<file path="src/delay_cfg.svh">
`ifndef DELAY_CFG_SVH
`define DELAY_CFG_SVH

// Sample width in bits
`define DATA_W 16

// RAM holds 2**DEPTH_LOG2 entries
`define DEPTH_LOG2 4

// Fixed retiming around the RAM
`define IN_PIPE 2
`define OUT_PIPE 2

`endif

</file>
<file path="src/delayPkg.sv">
`include "delay_cfg.svh"

package delayPkg;

    typedef logic [`DATA_W-1:0] sample_t;

    // Legal taps are 1 to 15
    typedef logic [`DEPTH_LOG2-1:0] tap_t;
    typedef logic [`DEPTH_LOG2-1:0] addr_t;

    typedef logic [1:0] wbAddr_t;
    typedef logic [31:0] wbData_t;

    localparam wbAddr_t REG_CTRL = 2'd0;
    localparam wbAddr_t REG_DELAY = 2'd1;
    localparam wbAddr_t REG_STATUS = 2'd2;
    localparam wbAddr_t REG_COUNT = 2'd3;

    typedef enum logic [1:0] {
        IDLE,
        FLUSH,
        RUN
    } ctrlState_t;

endpackage

</file>
<file path="src/hyperPipe.sv">
module hyperPipe #(
    parameter int CYCLES = 1,
    parameter int WIDTH = 1,
    parameter bit RESETTABLE = 1'b0
) (
    input  logic             clk,
    input  logic             rst,
    input  logic [WIDTH-1:0] din,
    output logic [WIDTH-1:0] dout
);

    generate
        if (CYCLES == 0) begin : gWire
            assign dout = din;
        end else begin : gStages
            logic [WIDTH-1:0] stages [CYCLES];

            if (RESETTABLE) begin : gReset
                // Valid bits must come up low
                always_ff @(posedge clk) begin
                    if (rst) begin
                        for (int i = 0; i < CYCLES; i++) begin
                            stages[i] <= '0;
                        end
                    end else begin
                        stages[0] <= din;
                        for (int i = 1; i < CYCLES; i++) begin
                            stages[i] <= stages[i-1];
                        end
                    end
                end
            end else begin : gNoReset
                always_ff @(posedge clk) begin
                    stages[0] <= din;
                    for (int i = 1; i < CYCLES; i++) begin
                        stages[i] <= stages[i-1];
                    end
                end
            end

            assign dout = stages[CYCLES-1];
        end
    endgenerate

endmodule

</file>
<file path="src/ramDelayLine.sv">
`include "delay_cfg.svh"

module ramDelayLine (
    input  logic              clk,
    input  logic              rst,
    input  delayPkg::sample_t wrData,
    input  logic              wrValid,
    input  delayPkg::tap_t    tap,
    output delayPkg::sample_t rdData,
    output logic              rdValid
);
    import delayPkg::*;

    localparam int DEPTH = 1 << `DEPTH_LOG2;

    sample_t dataMem [DEPTH];
    logic    validMem [DEPTH];

    addr_t wrPtr;
    addr_t rdAddr;
    logic  primed;

    // Free-running write pointer
    always_ff @(posedge clk) begin
        if (rst) begin
            wrPtr <= '0;
        end else begin
            wrPtr <= addr_t'(wrPtr + 1'b1);
        end
    end

    // Set once every entry has been written since reset
    always_ff @(posedge clk) begin
        if (rst) begin
            primed <= 1'b0;
        end else if (wrPtr == '1) begin
            primed <= 1'b1;
        end
    end

    always_ff @(posedge clk) begin
        dataMem[wrPtr] <= wrData;
        validMem[wrPtr] <= wrValid;
    end

    // Entry written tap cycles ago
    assign rdAddr = addr_t'(wrPtr - tap);

    always_ff @(posedge clk) begin
        rdData <= dataMem[rdAddr];
    end

    always_ff @(posedge clk) begin
        if (rst) begin
            rdValid <= 1'b0;
        end else begin
            rdValid <= primed & validMem[rdAddr];
        end
    end

endmodule

</file>
<file path="src/delayCtrl.sv">
module delayCtrl (
    input  logic              clk,
    input  logic              rst,
    input  logic              cyc,
    input  logic              stb,
    input  logic              we,
    input  delayPkg::wbAddr_t adr,
    input  delayPkg::wbData_t datIn,
    output delayPkg::wbData_t datOut,
    output logic              ack,
    input  logic              outValid,
    output delayPkg::tap_t    tap,
    output logic              accept
);
    import delayPkg::*;

    ctrlState_t state;
    addr_t      flushCnt;

    logic    enable;
    tap_t    tapReg;
    tap_t    tapWrite;
    wbData_t count;
    wbData_t rdMux;

    logic busReq;
    logic wrCtrl;
    logic wrDelay;
    logic startFlush;

    // New request, not yet acknowledged
    assign busReq = cyc & stb & ~ack;
    assign wrCtrl = busReq & we & (adr == REG_CTRL);
    assign wrDelay = busReq & we & (adr == REG_DELAY);

    // Zero tap is not allowed
    assign tapWrite = (datIn[$bits(tap_t)-1:0] == '0) ? tap_t'(1)
                                                    : tap_t'(datIn[$bits(tap_t)-1:0]);

    assign startFlush = (wrCtrl & datIn[0]) | (wrDelay & enable);

    always_ff @(posedge clk) begin
        if (rst) begin
            ack <= 1'b0;
        end else begin
            ack <= busReq;
        end
    end

    always_ff @(posedge clk) begin
        if (rst) begin
            enable <= 1'b0;
            tapReg <= tap_t'(1);
        end else begin
            if (wrCtrl) begin
                enable <= datIn[0];
            end
            if (wrDelay) begin
                tapReg <= tapWrite;
            end
        end
    end

    // One pass over the whole RAM with accept low
    always_ff @(posedge clk) begin
        if (rst) begin
            state <= IDLE;
            flushCnt <= '0;
        end else if (wrCtrl && !datIn[0]) begin
            state <= IDLE;
        end else if (startFlush) begin
            state <= FLUSH;
            flushCnt <= '0;
        end else if (state == FLUSH) begin
            if (flushCnt == '1) begin
                state <= RUN;
            end
            flushCnt <= addr_t'(flushCnt + 1'b1);
        end
    end

    assign accept = (state == RUN);

    // Short tap while not running keeps old entries from being read twice
    assign tap = (state == RUN) ? tapReg : tap_t'(1);

    always_ff @(posedge clk) begin
        if (rst) begin
            count <= '0;
        end else if (outValid) begin
            count <= count + 1'b1;
        end
    end

    always_comb begin
        case (adr)
            REG_CTRL:   rdMux = wbData_t'(enable);
            REG_DELAY:  rdMux = wbData_t'(tapReg);
            REG_STATUS: rdMux = wbData_t'(state == RUN);
            default:    rdMux = count;
        endcase
    end

    // Read data lines up with ack
    always_ff @(posedge clk) begin
        if (busReq) begin
            datOut <= rdMux;
        end
    end

endmodule

</file>
<file path="src/delayTop.sv">
`include "delay_cfg.svh"

module delayTop (
    input  logic              clk,
    input  logic              rst,
    input  logic              cyc,
    input  logic              stb,
    input  logic              we,
    input  delayPkg::wbAddr_t adr,
    input  delayPkg::wbData_t datIn,
    output delayPkg::wbData_t datOut,
    output logic              ack,
    input  delayPkg::sample_t inData,
    input  logic              inValid,
    output delayPkg::sample_t outData,
    output logic              outValid
);
    import delayPkg::*;

    sample_t pipedData;
    logic    pipedValid;
    logic    wrValid;
    sample_t ramData;
    logic    ramValid;
    tap_t    tap;
    logic    accept;

    hyperPipe #(.CYCLES(`IN_PIPE), .WIDTH(`DATA_W), .RESETTABLE(1'b0)) inDataPipe (
        .clk  (clk),
        .rst  (rst),
        .din  (inData),
        .dout (pipedData)
    );

    hyperPipe #(.CYCLES(`IN_PIPE), .WIDTH(1), .RESETTABLE(1'b1)) inValidPipe (
        .clk  (clk),
        .rst  (rst),
        .din  (inValid),
        .dout (pipedValid)
    );

    // Samples outside RUN are stored as invalid
    assign wrValid = pipedValid & accept;

    ramDelayLine ram (
        .clk     (clk),
        .rst     (rst),
        .wrData  (pipedData),
        .wrValid (wrValid),
        .tap     (tap),
        .rdData  (ramData),
        .rdValid (ramValid)
    );

    hyperPipe #(.CYCLES(`OUT_PIPE), .WIDTH(`DATA_W), .RESETTABLE(1'b0)) outDataPipe (
        .clk  (clk),
        .rst  (rst),
        .din  (ramData),
        .dout (outData)
    );

    hyperPipe #(.CYCLES(`OUT_PIPE), .WIDTH(1), .RESETTABLE(1'b1)) outValidPipe (
        .clk  (clk),
        .rst  (rst),
        .din  (ramValid),
        .dout (outValid)
    );

    delayCtrl ctrl (
        .clk      (clk),
        .rst      (rst),
        .cyc      (cyc),
        .stb      (stb),
        .we       (we),
        .adr      (adr),
        .datIn    (datIn),
        .datOut   (datOut),
        .ack      (ack),
        .outValid (outValid),
        .tap      (tap),
        .accept   (accept)
    );

endmodule

</file>
<file path="config.mk">
export PLATFORM = sky130hd
export DESIGN_NAME = delayTop
export DESIGN_NICKNAME = d
export VERILOG_FILES = /design/src/delayPkg.sv /design/src/hyperPipe.sv /design/src/ramDelayLine.sv /design/src/delayCtrl.sv /design/src/delayTop.sv
export VERILOG_INCLUDE_DIRS = /design/src /design/src/src
export SDC_FILE = /design/constraint.sdc
export NUM_CORES = 1
export LEC_CHECK = 0
export ABC_AREA = 1
export BUFFER_PORTS_ARGS = -buffer_cell sky130_fd_sc_hd__buf_2
export CAP_MARGIN = 30
export CORE_MARGIN = 2
export CORE_UTILIZATION = 46
export CTS_BUF_LIST = sky130_fd_sc_hd__clkbuf_8
export DETAILED_ROUTE_END_ITERATION = 10
export PLACE_DENSITY = 0.66
export SETUP_SLACK_MARGIN = 0.1
export SKIP_LAST_GASP = 1
export SLEW_MARGIN = 30
export SYNTH_ARGS = -nofsm -noshare
export SYNTH_HDL_FRONTEND = slang
export SYNTH_SLANG_ARGS = --single-unit
</file>
<file path="constraint.sdc">
create_clock -name clk -period 2.3 [get_ports clk]
set_input_delay 0.23 -clock clk [delete_from_list [all_inputs] [get_ports clk]]
set_output_delay 0.23 -clock clk [all_outputs]
set_load 0.02 [all_outputs]
</file>
# --- Word level (Yosys, flattened, before mapping) ---
# Memory sizes are Yosys's and may differ from the RTL's. A register that Yosys moved wholly into a read port is not among the register bits.
# Cells that the tools add are included.
classes:
  bitwise_logic: 16
  magnitude_cmp: 0
  mul: 0
  shift: 0
  muxes: 15
  n_reduce_logical: 11
  n_addsub: 4
  n_eq_ne: 6
  div_mod_pow: 0
op_table:
  columns: ["operator", "count"]
  rows:
  - ["$pmux W32 S3", 1]
  - ["$add A32 B1 Y32 const B", 1]
  - ["$mux W4", 4]
  - ["$mux W1", 10]
  - ["$and A1 B1 Y1", 9]
  - ["$add A4 B1 Y4 const B", 2]
  - ["$eq A4 B4 Y1 const B", 2]
  - ["$reduce_and A2 Y1", 3]
  - ["$or A1 B1 Y1", 5]
  - ["$eq A2 B1 Y1 const B", 2]
  - ["$eq A2 B2 Y1 const B", 2]
  - ["$logic_not A4 Y1", 1]
  - ["$reduce_bool A2 Y1", 2]
  - ["$sub A4 B4 Y4", 1]
  - ["$reduce_or A3 Y1", 1]
  - ["$logic_not A2 Y1", 1]
  - ["$not A1 Y1", 2]
  - ["$reduce_or A2 Y1", 1]
  - ["$logic_and A1 B1 Y1", 1]
  - ["$logic_not A1 Y1", 1]
totals:
  out_inout_bits: 50
  romBits: 0
  latchBits: 0
  wordCells: 69
  input_bits: 56
  mem_bits_rw: 340
  register_bits: 82
  memories: 6
memory_table:
  columns: ["name", "words", "width", "rd", "rd_ports_with_merged_regs", "wr", "line", "source"]
  rows:
  - ["ram.dataMem", 16, 16, 1, 1, 1, "ramDelayLine.sv:16", "sample_t dataMem [DEPTH];"]
  - ["inDataPipe.gStages.stages", 2, 16, 2, 0, 2, "hyperPipe.sv:16", "logic [WIDTH-1:0] stages [CYCLES];"]
  - ["outDataPipe.gStages.stages", 2, 16, 2, 0, 2, "hyperPipe.sv:16", null]
  - ["ram.validMem", 16, 1, 1, 0, 1, "ramDelayLine.sv:17", "logic validMem [DEPTH];"]
  - ["inValidPipe.gStages.stages", 2, 1, 2, 0, 2, "hyperPipe.sv:16", null]
  - ["outValidPipe.gStages.stages", 2, 1, 2, 0, 2, "hyperPipe.sv:16", null]

# --- Longest topological paths before layout ---
# Gate-level depths: netlist (run 1).
logic_depth:
  ltp_word: 8
  ltp_mapped: 15
  depth_no_buf: 14

# --- Modules after synthesis ---
# Synthesis (run 1) repeated with hierarchy kept, for this count alone.
unflattened:
  cells_unflattened: 1580
  area_unflattened_um2: 16923.7
modules_own_cells:
  columns: ["module", "cells_each", "seq_area_each_um2", "n_inst", "area_each_um2"]
  rows:
  - ["ramDelayLine", 1040, 8608.3, 1, 11782.6]
  - ["delayCtrl", 430, 1841.8, 1, 3502.1]
  - ["hyperPipe at inDataPipe ...", 48, 640.6, 2, 760.7]
  - ["hyperPipe at inValidPipe ...", 6, 40.0, 2, 55.1]
  - ["delayTop", 2, 0.0, 1, 7.5]

# --- Worst setup path before layout (run 1) ---
# No wires, ideal clock.
synth_path:
  kind: "register to register"
  from: "reg ctrl.ack"
  to: "reg ctrl.flushCnt[0]"
  path_stages_with_launch: 7
  required_time_ps: 2183
  setup_ps: 117
  path_buffers: 0
  period_less_slack_ps: 2350
  arrival_time_ps: 2233
  path_slack_ps: -50
  cell_sequence: "dfxtp_1 > nor2_2 > nand4_1 > nand3_2 > nand3_1 > nand2_1 > nor2_1"
synth_between:
  elab_chain_len: 8
  elab_cells_between_ends: 13
  cone_classes: "mux (1); bitwise (9); reduce/logical (3)"
synth_rtl:
  columns: ["item", "line", "source"]
  rows:
  - ["start, declared", "delayCtrl.sv:10", "output logic ack,"]
  - ["start signal, assigned", "delayCtrl.sv:46", "ack <= busReq;"]
  - ["$not A1 Y1 (*)", "delayCtrl.sv:32", "assign busReq = cyc & stb & ~ack;"]
  - ["$and A1 B1 Y1 (*)", "delayCtrl.sv:32", null]
  - ["via ctrl.busReq", "delayCtrl.sv:26", "logic busReq;"]
  - ["$and A1 B1 Y1 (*)", "delayCtrl.sv:33, delayCtrl.sv:34", null]
  - ["$and A1 B1 Y1 (on tied branches)", "delayCtrl.sv:33, delayCtrl.sv:34", null]
  - ["$and A1 B1 Y1", "delayCtrl.sv:40", "assign startFlush = (wrCtrl & datIn[0]) | (wrDelay & enable);"]
  - ["$or A1 B1 Y1", "delayCtrl.sv:40", null]
  - ["$reduce_bool A2 Y1 (no line)", null, null]
  - ["$reduce_and A2 Y1 (no line)", null, null]
  - ["end signal, assigned", "delayCtrl.sv:78", "flushCnt <= addr_t'(flushCnt + 1'b1);"]
  - ["end, declared", "delayCtrl.sv:18", "addr_t flushCnt;"]
# Mark *: on every way through the listed nets, which the timed path passes. The rest lies on a longest branch.
# A chain may end at the register's enable or synchronous reset.

# --- Final worst setup path (run 1) ---
layout_path:
  from: "reg ctrl.state[1]"
  to: "reg ram.rdData[5], read port of ram.dataMem"
layout_between:
  elab_chain_len: 3
layout_rtl:
  columns: ["item", "line", "source"]
  rows:
  - ["start, declared", "delayCtrl.sv:17", "ctrlState_t state;"]
  - ["start signal, assigned", "delayCtrl.sv:67", "state <= IDLE;"]
  - ["start signal, assigned", "delayCtrl.sv:70", "state <= IDLE;"]
  - ["start signal, assigned", "delayCtrl.sv:72", "state <= FLUSH;"]
  - ["$eq A2 B2 Y1", "delayCtrl.sv:85", "assign tap = (state == RUN) ? tapReg : tap_t'(1);"]
  - ["$mux W4", "delayCtrl.sv:85", null]
  - ["$sub A4 B4 Y4", "ramDelayLine.sv:47", "assign rdAddr = addr_t'(wrPtr - tap);"]
  - ["end, declared", "ramDelayLine.sv:9", "output delayPkg::sample_t rdData,"]
# Every way passes these cells.

==> impl_metrics.tcl, run 1 <==
set metrics [dict create \
    cp-end-kind "flop" \
    required_ns 2.86 \
    grt_overflow_total 0 \
    rsz0062_at_grt "true" \
    min_period_over_period 1.02 \
    grt_max_degree 67 \
    slew_headroom 0.617 \
    cts.sinks 438 \
    synthArstFlopShare 0 \
    fin_ws_ns -0.0351 \
    grt_first_pass_wirelength_um 58500 \
    portBuffers 77 \
    synth_ff_type "edfxtp_1" \
    num_antenna_cells 0 \
    finalSetupViolCount 5 \
    hold_violations 0 \
    synth_common_cells "edfxtp_1, nand2_1, nor2_1" \
    maxCapViolCount 0 \
    synth_top_area_share 0.554 \
    cts_root_buf "clkbuf_8" \
    p_leak_nw 7.45 \
    grtUsageTotal 0.200 \
    remaining_drc_errors 0 \
    fill_cells 2976 \
    synthTopCellsByArea "edfxtp_1, dfxtp_1, nand2_1" \
    run_status "finished with violations" \
    ys_seq_elements 438 \
    worst_pin_slew_ns 0.573 \
    vias_per_cell 5.27 \
    period_needed_ns 2.34 \
    synth_edf_count 304 \
    synth.distinct_cells 38 \
    fin_util 0.558 \
    antenna_found_initial 0 \
    num_rows 69 \
    postRouteWirelength_um 39100 \
    grt_pass1_vias 11000 \
    power_density_nw_per_um2 904 \
    ant_nets 0 \
    drtIter0Drc 1051 \
    firstDrtPassIters 5 \
    dpl.hpwl_um 21300 \
    placed_cells 1964 \
    clock_path_buffers 3 \
    gp_congestion 0.815 \
    clk_latency_ns 0.62 \
    synth_nets 1508 \
    initial_core_util 0.466 \
    cts_tree "built" \
    die-height_um 193 \
    worstPathArrival_ns 2.90 \
    pre_cts_ws_ns -0.156 \
    dieArea_um2 37400 \
    timing.hold.ws_ns 0.0605 \
    wl_per_cell_um 18.3 \
    io_pins 106 \
    avgSynthCellArea_um2 11.4 \
    slew_violations 0 \
    synth_seq_area_share 0.717 \
    irDropWorstVdd_mv 0.510 \
    max_clock_freq_ghz 0.428 \
    layout.nets 1682 \
    synth_top_cell_by_area "edfxtp_1" \
    crit_type "flop to flop" \
    hold_path.class "input pin to flop" \
    worstSetupStartpointType "flop" \
    cp_max_fo 6 \
    skew_ns 0.0380 \
    syn_to_final_growth_pct 19.8 \
    cts_buffers 70 \
    fp.dieW_um 193 \
    ys_warn_count 0 \
    num_vias 11200 \
    drive_gt1_frac 0.189 \
    core_um2 35400 \
    syn-cell-area_um2 16500 \
    violations "negative setup slack" \
    cts_max_level 3 \
    layout.cells.non_filler 2132 \
    synth.most_common_cell "edfxtp_1" \
    synth_cells 1442 \
    clk_pin_slew_ns 0.06 \
]
## worst paths after layout
| check | from | end | slack, ns | depth (start not counted) |
|---|---|---|---|---|
| max | ctrl.state[1] | ram.rdData[5] | -0.04 | 14 |
| min | rst | ram.wrPtr[0] | 0.06 | 3 |
| max reg2reg | ctrl.state[1] | ram.rdData[5] | -0.04 | 14 |
| min reg2reg | inDataPipe.gStages.stages[0][14] | inDataPipe.gStages.stages[0][30] | 0.31 | 0 |
## stage by stage
stage / cell area (µm²) / setup TNS (ns) / power, mW
detailed placement: 17700 / -1.24 / 11.0
global route: 19700 / -1.99 / 18.5
global placement: 17700 / -0.503 / 11.0
CTS: 19500 / 0 / 17.8
finish: 19700 / -0.0671 / 17.8
floorplan: 16500 / 0 / 10.4
## cell families after synthesis
family          synth area share
compound gates            0.0824
xor+xnor                 0.00152
fa+ha+maj                0.00805
buf+inv                   0.0440
flops                      0.717
simple gates               0.147
## cell usage in the layout (no fill, tap or decap), types with 4 or more instances in the layout
| cell | n |
|---|---|
| buf_12 | 15 |
| buf_2 | 77 |
| nor2_4 | 5 |
| nor2_2 | 17 |
| buf_4 | 46 |
| o21ai_1 | 16 |
| nand3_1 | 38 |
| nand2_1 | 249 |
| clkbuf_8 | 78 |
| o22ai_1 | 66 |
| edfxtp_1 | 304 |
| clkbuf_16 | 7 |
| dfxtp_1 | 133 |
| clkinv_1 | 13 |
| buf_6 | 5 |
| nor2_1 | 222 |
| a21oi_1 | 32 |
| ha_1 | 8 |
| o21ai_0 | 121 |
| o21ai_2 | 8 |
| clkinv_2 | 11 |
| nor3_1 | 14 |
| inv_1 | 93 |
| bufinv_16 | 4 |
| nand4_1 | 13 |
| nand2_2 | 12 |
| dlygate4sd3_1 | 25 |
| nand3_2 | 6 |
## layer usage
metal	part of all wire	vias to the layer above	global-route usage
met5	0	-	0
met4	0.032	0	0.0930
met3	0.080	84	0.0408
met2	0.48	477	0.335
met1	0.41	5345	0.250
li1	-	5327	-
## timing repair
action | 4_1_cts | 5_1_grt
setup buffers | 4 | 2
resized for setup | 15 | 33
hold endpoints to repair | 24 | 0
setup endpoints to repair | 17 | 17
cloned | 2 | 8
hold buffers | 25 | 0
pin swaps | 3 | 24
## power breakdown
part | switching (mW) | internal, mW
logic | 1.32 | 0.837
registers | 0.189 | 8.89
clock network | 3.03 | 3.58
total | 4.54 | 13.3
## flip-flops by register name, summed over array words and instances (netlist names)
name,flops
ram.dataMem,256
ctrl.datOut,32
inValidPipe.gStages.stages,2
ram.rdValid,1
ctrl.state,2
ram.rdData,16
ctrl.count,32
ram.wrPtr,4
ram.validMem,16
outValidPipe.gStages.stages,2
ram.primed,1
ctrl.tapReg,4
ctrl.flushCnt,4
outDataPipe.gStages.stages,32
ctrl.ack,1
ctrl.enable,1
inDataPipe.gStages.stages,32
## critical path: stages, from the launching register on
cell and delay, ns:
dfxtp_1 0.35, nand2_2 0.06, or2_4 0.23, ha_4 0.16, inv_4 0.05, fa_2 0.50
clkinv_4 0.13, buf_12 0.15, clkbuf_16 0.17, o21ai_0 0.09, o22ai_1 0.13, nand2_1 0.08
nand2_1 0.06, nand2_1 0.04, nand2_1 0.05
## area by class of cell
type	count	area, µm²	share of cell area
clock inverters	49	319	0.0162
clock buffers	78	1070	0.0544
flip-flops and latches	438	11800	0.598
repair buffers	177	1570	0.0794
inverters	82	322	0.0163
multi-input cells	847	4080	0.206
well taps	461	577	0.0292
Note: power is estimated with default switching activity, not from simulation.
==> run 2, diff against run 1 <==
Settings changed: GPL_TIMING_DRIVEN set to 0.
==> impl_metrics.tcl, run 2 (synthesis results as in run 1) <==
set metrics [dict create \
    hold_path.class "input pin to flop" \
    p_seq_frac 0.498 \
    maxCapViolCount 0 \
    crit_chain "inv_2, nand2_4, or2_4, ha_4, inv_4, fa_2, inv_4, buf_8, buf_8, o21ai_1, o22ai_1, nand2_1, nand2_1, nand2_2, nand2_2" \
    fp.dieW_um 193 \
    grt_first_pass_wirelength_um 62100 \
    violations "negative setup slack" \
    irDropWorstVdd_mv 0.475 \
    cts_root_buf "clkbuf_8" \
    slew_violations 0 \
    drive_gt1_frac 0.214 \
    grtUsageTotal 0.214 \
    placed_cells 1987 \
    portBuffers 76 \
    grt_max_degree 20 \
    fin_tns_setup_ns -1.96 \
    power_density_nw_per_um2 915 \
    finalSetupViolCount 17 \
    gp_congestion 0.837 \
    die-height_um 193 \
    intPower_mw 13.6 \
    cp_max_fo 7 \
    dieArea_um2 37400 \
    core_um2 35400 \
    vias_per_cell 5.24 \
    largest_register "ram.dataMem" \
    wl_per_cell_um 18.6 \
    postRouteWirelength_um 40200 \
    io_pins 106 \
    max_clock_freq_ghz 0.405 \
    clkPwrFrac 0.376 \
    min_period_over_period 1.07 \
    cp_slowest_cell "fa_2" \
    mostFrequentLayoutCells "edfxtp_1, nand2_1, nor2_1" \
    cts_tree "built" \
    fill_cells 2919 \
    slowest_delay_ns 0.49 \
    ant_nets 0 \
    skew_ns 0.0423 \
    slew_headroom 0.362 \
    cts.sinks 438 \
    worst_pin_slew_ns 0.954 \
    largest_reg_flops 256 \
    dpl.hpwl_um 25600 \
    placed_area_um2 17600 \
    remaining_drc_errors 0 \
    layout.nets 1709 \
    clk_latency_ns 0.61 \
    run_status "finished with violations" \
    p_leak_nw 7.51 \
    power_mw 18.2 \
    final_common_cell "edfxtp_1" \
    num_antenna_cells 0 \
    power.switching_mw 4.60 \
    fin_ws_ns -0.170 \
    crit_family "adder cells" \
    num_rows 69 \
    timing.hold.ws_ns 0.0663 \
    rsz0062_at_grt "true" \
    antenna_found_initial 0 \
    fin_util 0.563 \
    cp-end-kind "flop" \
    cts_max_level 3 \
    grt_overflow_total 0 \
    critical_path_buf_inv_count 5 \
    num_vias 11300 \
    initial_core_util 0.466 \
    required_ns 2.81 \
    final_area_um2 19900 \
    clk_pin_slew_ns 0.06 \
    period_needed_ns 2.47 \
    clock_path_buffers 3 \
    syn_to_final_growth_pct 21.0 \
    grt_pass1_vias 11200 \
    firstDrtPassIters 5 \
    crit_type "flop to flop" \
    drtIter0Drc 1118 \
    p_comb_frac 0.126 \
    worstSetupStartpointType "flop" \
    cts_buffers 71 \
    layout.cells.non_filler 2160 \
    p_sw_frac 0.252 \
    worstPathArrival_ns 2.98 \
    pre_cts_ws_ns -0.678 \
    hold_violations 0 \
]
-- run 2: cell count changes in the layout (fill, tap and decap cells not counted), moves of 12 or more --
| cell | before | now |
|---|---|---|
| clkbuf_1 | 0 | 16 |
| o22ai_2 | 0 | 12 |
| nand2_1 | 249 | 227 |
| buf_12 | 15 | 2 |
| o22ai_1 | 66 | 54 |
| buf_2 | 77 | 92 |
| nand2_2 | 12 | 32 |
| buf_4 | 46 | 31 |
-- run 2: metal layers --
| layer | up-vias | track usage | share of wire |
|---|---|---|---|
| li1 | 5382 | - | - |
| met1 | 5394 | 0.278 | 0.41 |
| met2 | 458 | 0.352 | 0.48 |
| met3 | 79 | 0.0443 | 0.080 |
| met4 | 0 | 0.0874 | 0.032 |
| met5 | - | 0 | 0 |
-- run 2: path summary, 6_finish.rpt --
path              depth (start not counted)                           endpoint  slack (ns)                              from
setup / recovery                         15                      ram.rdData[1]       -0.17                     ctrl.state[0]
hold / removal                            4                     ctrl.datOut[0]        0.07                            adr[0]
setup reg to reg                         15                      ram.rdData[1]       -0.17                     ctrl.state[0]
hold reg to reg                           0  outDataPipe.gStages.stages[0][19]        0.32  outDataPipe.gStages.stages[0][3]
-- run 2: power by group through the flow --
stage / sequential, mW / clock (mW) / combinational (mW)
after detailed placement: 9.25 / 0 / 1.91
after global routing: 9.12 / 7.28 / 2.49
after global placement: 9.24 / 0 / 1.85
after floorplan: 9.19 / 0 / 1.21
after CTS: 9.09 / 6.94 / 2.21
final: 9.08 / 6.85 / 2.30
-- run 2: cell type report --
type	count	area, µm²	share of cell area
Timing Repair Buffer	127	935	0.0469
Inverter	82	315	0.0158
Clock buffer	83	1140	0.0573
Clock inverter	46	327	0.0164
Multi-Input combinational cell	848	4280	0.215
Tap cell	461	577	0.0289
Sequential cell	438	11800	0.593
Buffer	75	544	0.0273
-- run 2: timing repair --
item,in CTS,in global routing
setup buffers,13,4
pin swaps,48,30
endpoints found under the hold margin,24,0
endpoints found under the setup margin,21,17
hold buffers,25,0
resized for setup,105,37
cloned,2,0
-- run 2: tightest hold or removal path, delay by kind of cell --
family	cells	cell delay, ns
AND/OR/NAND/NOR	1	0.07
buffers and inverters	2	0.18
AO/OA/AOI/OAI	1	0.07
